===== config.mk =====
export PLATFORM = sky130hd
export DESIGN_NAME = icache
export DESIGN_NICKNAME = d
export VERILOG_FILES = /design/src/common/cpu_types_pkg.sv /design/src/source/icache.sv
export VERILOG_INCLUDE_DIRS = /design/src /design/src/common
export SDC_FILE = /design/constraint.sdc
export NUM_CORES = 1
export LEC_CHECK = 0
export ABC_AREA = 1
export BUFFER_PORTS_ARGS = -buffer_cell sky130_fd_sc_hd__buf_2
export CAP_MARGIN = 40
export CELL_PAD_IN_SITES_DETAIL_PLACEMENT = 1
export CELL_PAD_IN_SITES_GLOBAL_PLACEMENT = 1
export CORE_UTILIZATION = 55
export DETAILED_ROUTE_END_ITERATION = 10
export MAX_ROUTING_LAYER = met4
export PLACE_DENSITY = 0.91
export SKIP_CTS_REPAIR_TIMING = 1
export SLEW_MARGIN = 5
export SYNTH_ARGS = -nofsm -noshare
export SYNTH_HDL_FRONTEND = slang
export SYNTH_SLANG_ARGS = --single-unit

===== constraint.sdc =====
create_clock -name CLK -period 8.75 [get_ports CLK]
set_input_delay 0.4375 -clock CLK [delete_from_list [all_inputs] [get_ports CLK]]
set_output_delay 0.4375 -clock CLK [all_outputs]
set_load 0.005 [all_outputs]

===== src/common/cache_consts.svh =====
`ifndef CACHE_CONSTS_SVH
`define CACHE_CONSTS_SVH

// Data cache geometry
`define DCACHE_BITS 1024
`define DCACHE_BLOCK_WORDS 2
`define DCACHE_WAYS 2

// Instruction cache, one word per frame
`define ICACHE_FRAMES 16

// Backing RAM, 4 KB of words
`define RAM_WORDS 1024
// Busy cycles before an access completes
`define RAM_LATENCY 2
// Word at byte address a starts as a ^ key
`define RAM_INIT_KEY 32'hA5A5_0000

`endif


===== src/common/cpu_types_pkg.sv =====
`include "cache_consts.svh"

package cpu_types_pkg;

  typedef logic [31:0] word_t;

  // Data cache organization
  localparam int DC_FRAMES = `DCACHE_BITS / (32 * `DCACHE_BLOCK_WORDS);
  localparam int DC_SETS = DC_FRAMES / `DCACHE_WAYS;
  localparam int DC_IDX_W = $clog2(DC_SETS);
  localparam int DC_BLK_W = $clog2(`DCACHE_BLOCK_WORDS);
  localparam int DC_TAG_W = 32 - DC_IDX_W - DC_BLK_W - 2;

  // Same address word, whole or split into lookup fields
  typedef union packed {
    word_t raw;
    struct packed {
      logic [DC_TAG_W-1:0] tag;
      logic [DC_IDX_W-1:0] idx;
      logic [DC_BLK_W-1:0] blkoff;
      logic [1:0]          bytoff;
    } fields;
  } dcache_addr_t;

  // One way of one set
  typedef struct packed {
    logic                            valid;
    logic                            dirty;
    logic [DC_TAG_W-1:0]             tag;
    word_t [`DCACHE_BLOCK_WORDS-1:0] data;
  } dcache_frame_t;

endpackage


===== src/source/icache.sv =====
`timescale 1ns/1ps
`include "cache_consts.svh"

module icache
  import cpu_types_pkg::*;
(
  input  logic  CLK,
  input  logic  nRST,
  input  logic  imem_ren,
  input  word_t imem_addr,
  input  word_t i_load,
  input  logic  i_wait,
  output word_t imem_load,
  output logic  ihit,
  output logic  i_ren,
  output word_t i_addr
);

  localparam int IDX_W = $clog2(`ICACHE_FRAMES);
  localparam int TAG_W = 30 - IDX_W;

  logic [`ICACHE_FRAMES-1:0] valid;
  logic [TAG_W-1:0] tags [`ICACHE_FRAMES];
  word_t data [`ICACHE_FRAMES];
  logic [IDX_W-1:0] idx;
  logic [TAG_W-1:0] tag;
  logic fill;

  // Word address split, byte offset ignored
  assign idx = imem_addr[IDX_W+1:2];
  assign tag = imem_addr[31:IDX_W+2];

  assign ihit = imem_ren && valid[idx] && (tags[idx] == tag);
  assign imem_load = ihit ? data[idx] : '0;

  // Miss goes straight out and stays up until the word arrives
  assign i_ren = imem_ren && !ihit;
  assign i_addr = {imem_addr[31:2], 2'b00};
  assign fill = i_ren && !i_wait;

  always_ff @(posedge CLK, negedge nRST) begin
    if (!nRST) begin
      valid <= '0;
    end else if (fill) begin
      valid[idx] <= 1'b1;
    end
  end

  always_ff @(posedge CLK) begin
    if (fill) begin
      tags[idx] <= tag;
      data[idx] <= i_load;
    end
  end

endmodule


==> run summary <==
The run finished with clean final reports. The number of buffers inserted by port buffering was 129; the maximum clock insertion buffer count was 3. Cell family contributing the most delay on the critical path: simple AND/OR/NAND/NOR gates. Setup repair after global routing left no endpoint under its margin.

By instance count, the cell type seen most on the critical path is nand2_1. Once placement finished, the instance area stood at 38400 sq um. The run gives 0.845 as the final weighted congestion in routability-driven placement. During synthesis, Yosys emitted a total of 0 warnings. The initial utilization of the core area, before any placement, comes to 56.0%. The logs give 15.0 nW for the static leakage and 0.222 mV for the largest vdd supply drop.

The core area is 66200 sq um, and the delay contributed by the slowest stage of the critical path is 0.68 ns. For the aggregate global-route resource usage, the log shows 36.7%. On the critical path, the stage with the largest delay is an instance of buf_4. The final critical path takes up 64.5% of the cycle.

Data on the critical path is required at its endpoint by 8.31 ns. The die covers 68400 sq um. The area of the mapped netlist came out at 37100 sq um. The area added between synthesis and finish was 12.1%. Averaged over all synthesized cells, the footprint is 13.3 sq um. In the final routed layout, each cell accounts on average for 31.7 um. Based on the critical path, the design can be clocked at up to 177 MHz.

The top fanout value on the critical path came out at 61. The number of fill cells in the layout is 6218. The tree is rooted in a clkbuf_16. TritonCTS built the clock tree. The logs give 94 for the number of CTS-inserted buffers and 31 for the distinct cell type count of the synthesized netlist. The kind of path behind the tightest hold check is in2reg.

The run gives 175000 um as the global-route wire length before repair. Sum of met3 wire segment lengths after detailed routing: 11900 um. Traced cell by cell, the critical path runs through buf_4 -> buf_4 -> nand2_4 -> inv_1 -> nand2_1 -> nand4_1 -> nand2_1 -> nand2_1 -> nor2_1 -> nand2_1 -> o21ai_1 -> nor2_1 -> nand2_1 -> nor2_1 -> nand2_1 -> buf_4 -> nor2_2 -> and2_1 -> buf_2. The logs give 0 for the count of nets left with antenna violations after detail routing and 63300 um for the HPWL after detailed placement. CTS clock-pin slew for the worst setup and hold paths: 0.06 ns. The tools report the nature of the critical path endpoint as an output port. The TritonCTS sink count was 944.

The worst path in the final design needs a cycle of 5.64 ns, including I/O delays and setup. STA classifies the critical path startpoint as a primary input. The worst slack after detailed placement came out at 3.04 ns. The cell taking the most area after synthesis was edfxtp_1. The number of hold violations in the final report is 0, and the final count of negative-setup-slack endpoints is 0. The actual transition at the worst max-transition pin was 0.916 ns; the count of state elements after synthesis was 944. The floorplan step set the die width to 262 um.

Total length of routed met2 wires: 60600 um. The synthesized design devotes to its leading area cell type 75.2% of total area. The violation count after the first detailed-routing iteration was 3437; the combined buffer and inverter count along the critical path was 5. The type of the worst setup path was in2out. By area the synthesized netlist is led by edfxtp_1 (75%), nand2_1 (9.8%), o22ai_1 (2.7%), o21ai_0 (1.3%), o221ai_1 (1.2%). The later pin in the worst-skew pair is clocked with a latency of 0.68 ns. For this block, wires on met1 add up to 41600 um.

In the routed layout, each cell is associated on average with a via count of 6.66. The non-filler instance count after layout is 3835, and the net count of the finished layout is 2951. The tools report the number of global-route vias before repair as 27268. The smallest setup slack after layout came out at 3.11 ns. For the setup slack of the most critical reg-to-reg path, the log shows 4.43 ns.

Including well taps, the total number of placed cells is 3650. The tools report the number of iterations in the first detailed-routing pass as 6. The fraction of final layout cells with drive strength greater than 1 is 12.0%, and the number of core rows is 94. For this block, the routed nets add up to 122000 um of wire. Number of antenna violations at the first check in global routing: 7. In the final timing run, aggregate negative setup slack is 0 ns. Worst path arrival time: 5.21 ns. The chip height works out to 262 um. Across the routed clock network, the largest skew measured is 0.0464 ns. Counting every instance in the synthesized netlist gives 2792.

For this run the aggregate overflow at the end of global routing stands at 0. Entering global routing, the biggest net connects 83 pins. Summing all non-filler instances in the final layout gives an area of 41500 sq um. For this design the top-level I/O count stands at 134. The final max-slew violation count was 0. The power density of the placed cells was 233 nW/um^2; the worst slew margin relative to its limit was 38.8%. Across all layers, the routed design uses 25530 vias. The highest signal layer in the routed design is met4. The tool flagged a number of max-cap violations equal to 0. The H-tree level count came out at 3.

After detailed routing, the number of remaining DRC violations is 0. Summing the sequential cell areas from Yosys gives 76.2% of the chip area.
## state kept, by name, indices dropped and copies added, names as in the netlist
| signal | cells |
|---|---|
| tags | 416 |
| data | 512 |
| valid | 16 |
## through the flow
stage	util [%]	hold WS [ns]	total power [mW]
after global placement	57.6	0.366	5.58
after floorplan	-	0.142	5.42
after CTS	62.7	-0.325	9.67
final	62.7	0.135	9.68
after detailed placement	58.1	0.388	5.65
after global routing	62.7	0.137	9.84
## cell type report
cell class                      count  area (sq um)  area share [%]
Inverter                           58           245           0.590
Clock buffer                      120          2460            5.92
Sequential cell                   944         28300            68.0
Clock inverter                     56           607            1.46
Multi-Input combinational cell   1607          7610            18.3
Tap cell                          864          1080            2.60
Antenna cell                        8          20.0          0.0482
Timing Repair Buffer              178          1250            3.01
## cell usage after synthesis (all sizes together)
| cell type | count |
|---|---|
| a22o | 13 |
| buf | 121 |
| a21oi | 12 |
| o221ai | 52 |
| nand2 | 973 |
| nand3 | 48 |
| o21bai | 11 |
| and2 | 14 |
| o22a | 52 |
| clkbuf | 63 |
| edfxtp | 928 |
| and3 | 2 |
| dfrtp | 16 |
| nor3 | 29 |
| conb | 1 |
| o22ai | 160 |
| nand4 | 39 |
| inv | 58 |
| o21ai | 102 |
| a221oi | 13 |
| nor2 | 85 |
## layer usage
metal  track usage (%)  vias up
met5                 -        -
met3              7.31      555
met2              60.3     1919
met4              22.5        0
met1              41.6    12742
li1                  -    10314
## cell usage in the layout, fill, tap and decap left out, drive strengths merged, types with 13 or more instances in the layout
cell type / n
a22o: 13
dfrtp: 16
inv: 44
and2: 14
o22a: 52
nand4: 39
edfxtp: 928
nand3: 48
buf: 177
o22ai: 160
nor3: 29
nor2: 85
clkbuf: 120
o21ai: 102
a221oi: 13
nand2: 973
clkinv: 60
o221ai: 52
## path summary, 6_finish.rpt
kind	from	endpoint	cells past startpoint
setup / recovery	imem_addr[2]	imem_load[20]	19
hold / removal	i_load[13]	data[5][13]	1
setup reg to reg	tags[13][17]	tags[9][10]	15
hold reg to reg	valid[8]	valid[8]	2
max in group asynchronous	nRST	valid[15]	2
min in group asynchronous	nRST	valid[11]	2
## cells by family (layout without fill, tap and decap cells)
logic type             Yosys count  in the layout  share of synthesized area (%)
AO/OA/AOI/OAI                  415            415                           7.54
flip-flops                     944            944                           76.2
AND/OR/NAND/NOR               1190           1190                           12.9
buffers and inverters          242            412                           3.34
other                            1             10                         0.0101
## power by group
group | switching, mW | internal (mW)
combinational | 0.421 | 0.135
clock | 1.83 | 2.25
sequential | 0.0192 | 5.02
Note: power is estimated with default switching activity, not from simulation.
