===== config.mk =====
export PLATFORM = sky130hd
export DESIGN_NAME = memory_arbiter
export DESIGN_NICKNAME = d
export VERILOG_FILES = /design/src/common/cpu_types_pkg.sv /design/src/common/mem_bus_pkg.sv /design/src/source/memory_arbiter.sv
export VERILOG_INCLUDE_DIRS = /design/src /design/src/common
export SDC_FILE = /design/constraint.sdc
export NUM_CORES = 1
export LEC_CHECK = 0
export BUFFER_PORTS_ARGS = -buffer_cell sky130_fd_sc_hd__buf_2
export CAP_MARGIN = 20
export CORE_AREA = 8 8 96 98
export DETAILED_ROUTE_END_ITERATION = 16
export DIE_AREA = 0 0 104 106
export SLEW_MARGIN = 20
export SYNTH_ARGS = -nofsm -noshare
export SYNTH_HDL_FRONTEND = slang
export SYNTH_SLANG_ARGS = --single-unit

===== constraint.sdc =====
create_clock -name CLK -period 2.2 [get_ports CLK]
set_clock_uncertainty 0.1 [all_clocks]
set_input_delay 0.22 -clock CLK [delete_from_list [all_inputs] [get_ports CLK]]
set_output_delay 0.22 -clock CLK [all_outputs]
set_load 0.005 [all_outputs]

===== src/common/cache_consts.svh =====
`ifndef CACHE_CONSTS_SVH
`define CACHE_CONSTS_SVH

// Data cache geometry
`define DCACHE_BITS 1024
`define DCACHE_BLOCK_WORDS 2
`define DCACHE_WAYS 2

// Instruction cache, one word per frame
`define ICACHE_FRAMES 16

// Backing RAM, 4 KB of words
`define RAM_WORDS 1024
// Busy cycles before an access completes
`define RAM_LATENCY 2
// Word at byte address a starts as a ^ key
`define RAM_INIT_KEY 32'hA5A5_0000

`endif


===== src/common/cpu_types_pkg.sv =====
`include "cache_consts.svh"

package cpu_types_pkg;

  typedef logic [31:0] word_t;

  // Data cache organization
  localparam int DC_FRAMES = `DCACHE_BITS / (32 * `DCACHE_BLOCK_WORDS);
  localparam int DC_SETS = DC_FRAMES / `DCACHE_WAYS;
  localparam int DC_IDX_W = $clog2(DC_SETS);
  localparam int DC_BLK_W = $clog2(`DCACHE_BLOCK_WORDS);
  localparam int DC_TAG_W = 32 - DC_IDX_W - DC_BLK_W - 2;

  // Same address word, whole or split into lookup fields
  typedef union packed {
    word_t raw;
    struct packed {
      logic [DC_TAG_W-1:0] tag;
      logic [DC_IDX_W-1:0] idx;
      logic [DC_BLK_W-1:0] blkoff;
      logic [1:0]          bytoff;
    } fields;
  } dcache_addr_t;

  // One way of one set
  typedef struct packed {
    logic                            valid;
    logic                            dirty;
    logic [DC_TAG_W-1:0]             tag;
    word_t [`DCACHE_BLOCK_WORDS-1:0] data;
  } dcache_frame_t;

endpackage


===== src/common/mem_bus_pkg.sv =====
package mem_bus_pkg;

  // Current owner of the shared RAM port
  typedef enum logic [1:0] {
    GRANT_NONE,
    GRANT_D,
    GRANT_I
  } arb_grant_t;

  // RAM access progress
  typedef enum logic [1:0] {
    RAM_IDLE,
    RAM_BUSY,
    RAM_DONE
  } ram_state_t;

endpackage


===== src/source/memory_arbiter.sv =====
`timescale 1ns/1ps

module memory_arbiter
  import cpu_types_pkg::*;
  import mem_bus_pkg::*;
(
  input  logic  CLK,
  input  logic  nRST,
  input  logic  d_ren,
  input  logic  d_wen,
  input  word_t d_addr,
  input  word_t d_store,
  input  logic  i_ren,
  input  word_t i_addr,
  input  word_t ram_load,
  input  logic  ram_wait,
  output word_t d_load,
  output logic  d_wait,
  output word_t i_load,
  output logic  i_wait,
  output logic  ram_ren,
  output logic  ram_wen,
  output word_t ram_addr,
  output word_t ram_store
);

  arb_grant_t grant, owner;

  // A locked grant wins, otherwise data side first
  always_comb begin
    if (grant != GRANT_NONE) begin
      owner = grant;
    end else if (d_ren || d_wen) begin
      owner = GRANT_D;
    end else if (i_ren) begin
      owner = GRANT_I;
    end else begin
      owner = GRANT_NONE;
    end
  end

  // Released in the cycle the owner's access completes
  always_ff @(posedge CLK, negedge nRST) begin
    if (!nRST) begin
      grant <= GRANT_NONE;
    end else if (owner != GRANT_NONE && !ram_wait) begin
      grant <= GRANT_NONE;
    end else begin
      grant <= owner;
    end
  end

  always_comb begin
    ram_ren = 1'b0;
    ram_wen = 1'b0;
    ram_addr = '0;
    ram_store = '0;
    case (owner)
      GRANT_D: begin
        ram_ren = d_ren;
        ram_wen = d_wen;
        ram_addr = d_addr;
        ram_store = d_store;
      end
      GRANT_I: begin
        ram_ren = i_ren;
        ram_addr = i_addr;
      end
      default: ;
    endcase
  end

  assign d_wait = (owner == GRANT_D) ? ram_wait : 1'b1;
  assign i_wait = (owner == GRANT_I) ? ram_wait : 1'b1;
  assign d_load = ram_load;
  assign i_load = ram_load;

endmodule


==> impl_results.rst <==
.. list-table::
   :header-rows: 1

   * - Metric
     - Value
   * - Critical path's slowest cell
     - dfrtp_1
   * - Starting DRC count in detailed routing
     - 22
   * - Flip-flop count of the largest register, all copies and words added
     - 2
   * - Portion of the post-synthesis area used by sequential elements
     - 0.0319
   * - Routed wire length per instance
     - 16.4 um
   * - Synth Net Count
     - 331
   * - Share of async-settable or async-resettable flops after synthesis
     - 1.00
   * - Startpoint-to-endpoint class of the critical path
     - flop to output pin
   * - Clock slew at the register clock pins of the worst setup and hold paths
     - 0.03 ns
   * - Cell type with the highest aggregate area in the netlist
     - buf_4
   * - Largest registers
     - grant (2)
   * - Endpoints failing hold
     - 0
   * - Total leakage power
     - 0.00114 uW
   * - Most frequent cells after synthesis
     - 65 x buf_4, 34 x and2_1, 27 x a22oi_2, 27 x nor2_2, 7 x nor2_1
   * - Share of layout cells above drive strength 1
     - 0.810
   * - Biggest register
     - grant
   * - Initial core utilization
     - 0.200
   * - Footprint of the flip-flops and latches
     - 50.0 sq um
   * - Clock latency at the later pin of the worst-skew pair
     - 0.21 ns
   * - Maximum capacitance violations
     - 0
   * - DRT Pass-1 Iters
     - 2
   * - Worst-path cell chain
     - o21bai_1 -> and2_1 -> ha_4 -> clkbuf_16 -> a22oi_2 -> nor2_2 -> buf_2
   * - Standard cell area after detailed placement
     - 0.00199 sq mm
   * - Peak supply drop
     - 0.188 mV
   * - TritonCTS clock tree
     - yes
   * - Netlist area before placement
     - 0.00157 sq mm
   * - Clock buffer count from CTS
     - 3
   * - Worst hold path type
     - input pin to flop
   * - Cell depth of the worst min-delay path
     - 2
   * - Total Routing Usage GR
     - 0.102
   * - Run status
     - finished, final reports clean
   * - Global-route wire length before repair
     - 9.59 mm
   * - Row Count
     - 33
   * - Setup tns final
     - 0 ns
   * - Drt drc
     - 0
   * - Number of storage elements in the synthesis netlist
     - 2
   * - Antenna cell count
     - 0
   * - Relative slew slack
     - 0.846
   * - Die ar.
     - 0.0110 sq mm
   * - Final weighted congestion in routability-driven placement
     - 0.718
   * - Final net count
     - 433
   * - Largest cells by area after synthesis
     - buf_4 31%, a22oi_2 22%, and2_1 14%
   * - Sink Count
     - 2
   * - Depth of the most critical reg-to-reg path
     - 4
   * - WHS
     - 0.196 ns
   * - Top_reg_cell synth
     - dfrtp_1
   * - Finished layout cell area
     - 0.00214 sq mm
   * - Critical path peak fanout
     - 17
   * - Cell with the most instances after synthesis
     - buf_4
   * - Count of mapped cells out of synthesis
     - 194
   * - Count of endpoints failing setup in the final report
     - 0
   * - Vias in the first global route
     - 1,743
   * - WL final
     - 6.54 mm
   * - Power density over the cells
     - 384 mW/mm^2
   * - Pin count of the biggest net entering global routing
     - 68
   * - Count of fill cells added during filler insertion
     - 872
   * - Tmin final
     - 2.10 ns
   * - Share of the clock period used by the worst path after layout
     - 0.955
   * - Initial antenna violation count
     - 0
   * - Core area
     - 0.00785 sq mm
   * - Largest stage delay on the critical path
     - 0.38 ns
   * - Transition time at the pin with the least slew margin
     - 0.230 ns
   * - Required time of the critical path
     - 1.88 ns
   * - Via density per instance
     - 4.16
   * - Number of levels in the clock H-tree
     - 1
   * - Type of element launching the critical path
     - flop
   * - Post-synth cell types
     - 21
   * - Setup repair after global routing missed its margin
     - no
   * - FMAX
     - 476 MHz
   * - Number of warnings issued by yosys
     - 0
   * - Estimated wirelength of the detail-placed design
     - 5.22 mm
   * - Antenna-violating nets left
     - 0
   * - Root cell of the clock tree
     - clkbuf_8
   * - Avg Inst Size Synth
     - 8.09 sq um
   * - Count of input and output buffers
     - 169
   * - Overflow left after global routing
     - 0
   * - Vertical die dimension
     - 106 um
   * - Nature of the critical path endpoint
     - output pin
   * - Number of flops mapped to enable cells by yosys
     - 0
   * - Via count
     - 1,658
   * - Fraction of post-synthesis cell area in the top cell type by area
     - 0.311
   * - Number of ports placed on the die boundary
     - 266
   * - Clock Path Buffers
     - 2
   * - Die Width
     - 104 um
   * - Arrival time of data at the critical path endpoint
     - 1.78 ns
   * - Area used by multi-input combinational logic
     - 923 sq um
   * - Relative area change from synthesis to final layout
     - 36.3%
   * - Max-slew violation total from the final report
     - 0
[final cells by class]
class | instances | share of cell area
Clock buffer | 3 | 0.0193
Sequential cell | 2 | 0.0234
Timing Repair Buffer | 176 | 0.463
Multi-Input combinational cell | 112 | 0.431
Inverter | 1 | 0.00175
Tap cell | 105 | 0.0614
[power breakdown]
| part | leakage, uW | switching [uW] | internal (uW) |
|---|---|---|---|
| clock | 0.0000216 | 25.7 | 115 |
| sequential | 0.0000257 | 2.50 | 39.8 |
| combinational | 0.00110 | 315 | 324 |
[cell usage in the layout, fill, tap and decap left out]
cell	Yosys	final
or2_2	1	1
buf_2	3	169
a21boi_0	1	1
nor4b_4	1	1
and2_1	34	34
clkbuf_8	0	3
nand2b_1	2	2
clkbuf_16	0	3
ha_1	3	1
dlygate4sd3_1	0	1
buf_12	2	3
dfrtp_1	2	2
inv_1	1	1
nand2_1	1	1
nor2_1	7	7
o22a_1	1	1
ha_4	0	1
o21bai_1	1	1
a22oi_2	27	29
nor2_2	27	27
a22oi_1	6	4
ha_2	0	1
[repair_timing]
item	4_1_cts	5_1_grt
hold buffers	1	0
endpoints found under the setup margin	0	33
resized for setup	0	3
buffers inserted	0	0
hold endpoints to repair	2	0
[worst max-delay path: cells and delay by family, from the launching register on]
family,cells,cell delay (ns)
adder cells (fa/ha/maj),1,0.20
buffers and inverters,2,0.32
AO/OA/AOI/OAI,2,0.41
AND/OR/NAND/NOR,2,0.25
flip-flops,1,0.38
[metrics by stage]
stage | util | power (uW) | setup slack [ns] | std cells
final | 0.273 | 822 | 0.0983 | 399
after global routing | 0.273 | 901 | 0.00903 | 399
after CTS | 0.261 | 812 | 0.0000833 | 396
after detailed placement | 0.254 | 665 | 0.221 | 392
after global placement | 0.254 | 654 | 0.288 | 392
after floorplan | - | 477 | 0.349 | 194
[final timing paths]
kind / start / to / slack (ns)
hold / removal: ram_wait / grant[1]$_DFF_PN0_ / 0.20
hold reg to reg: grant[1]$_DFF_PN0_ / grant[1]$_DFF_PN0_ / 0.43
setup / recovery: grant[1]$_DFF_PN0_ / ram_addr[14] / 0.1
setup reg to reg: grant[1]$_DFF_PN0_ / grant[1]$_DFF_PN0_ / 0.80
min in group asynchronous: nRST / grant[1]$_DFF_PN0_ / 0.23
max in group asynchronous: nRST / grant[0]$_DFF_PN0_ / 1.67
[cells by family after synthesis]
logic type                 Yosys count  share of synthesized area
buffers and inverters               80                      0.396
and+or+nand+nor                     73                      0.289
AOI/OAI and AO/OA                   36                      0.259
adders and majority gates            3                     0.0239
DFF                                  2                     0.0319
[layer usage]
metal	GRT usage	wire (um)	vias up	part of all wire
li1	-	-	777	-
met1	0.106	2420	739	0.37
met2	0.172	3180	119	0.49
met3	0.0508	769	23	0.12
met4	0.0424	175	0	0.027
met5	0	0	-	0
Note: power is estimated with default switching activity, not from simulation.
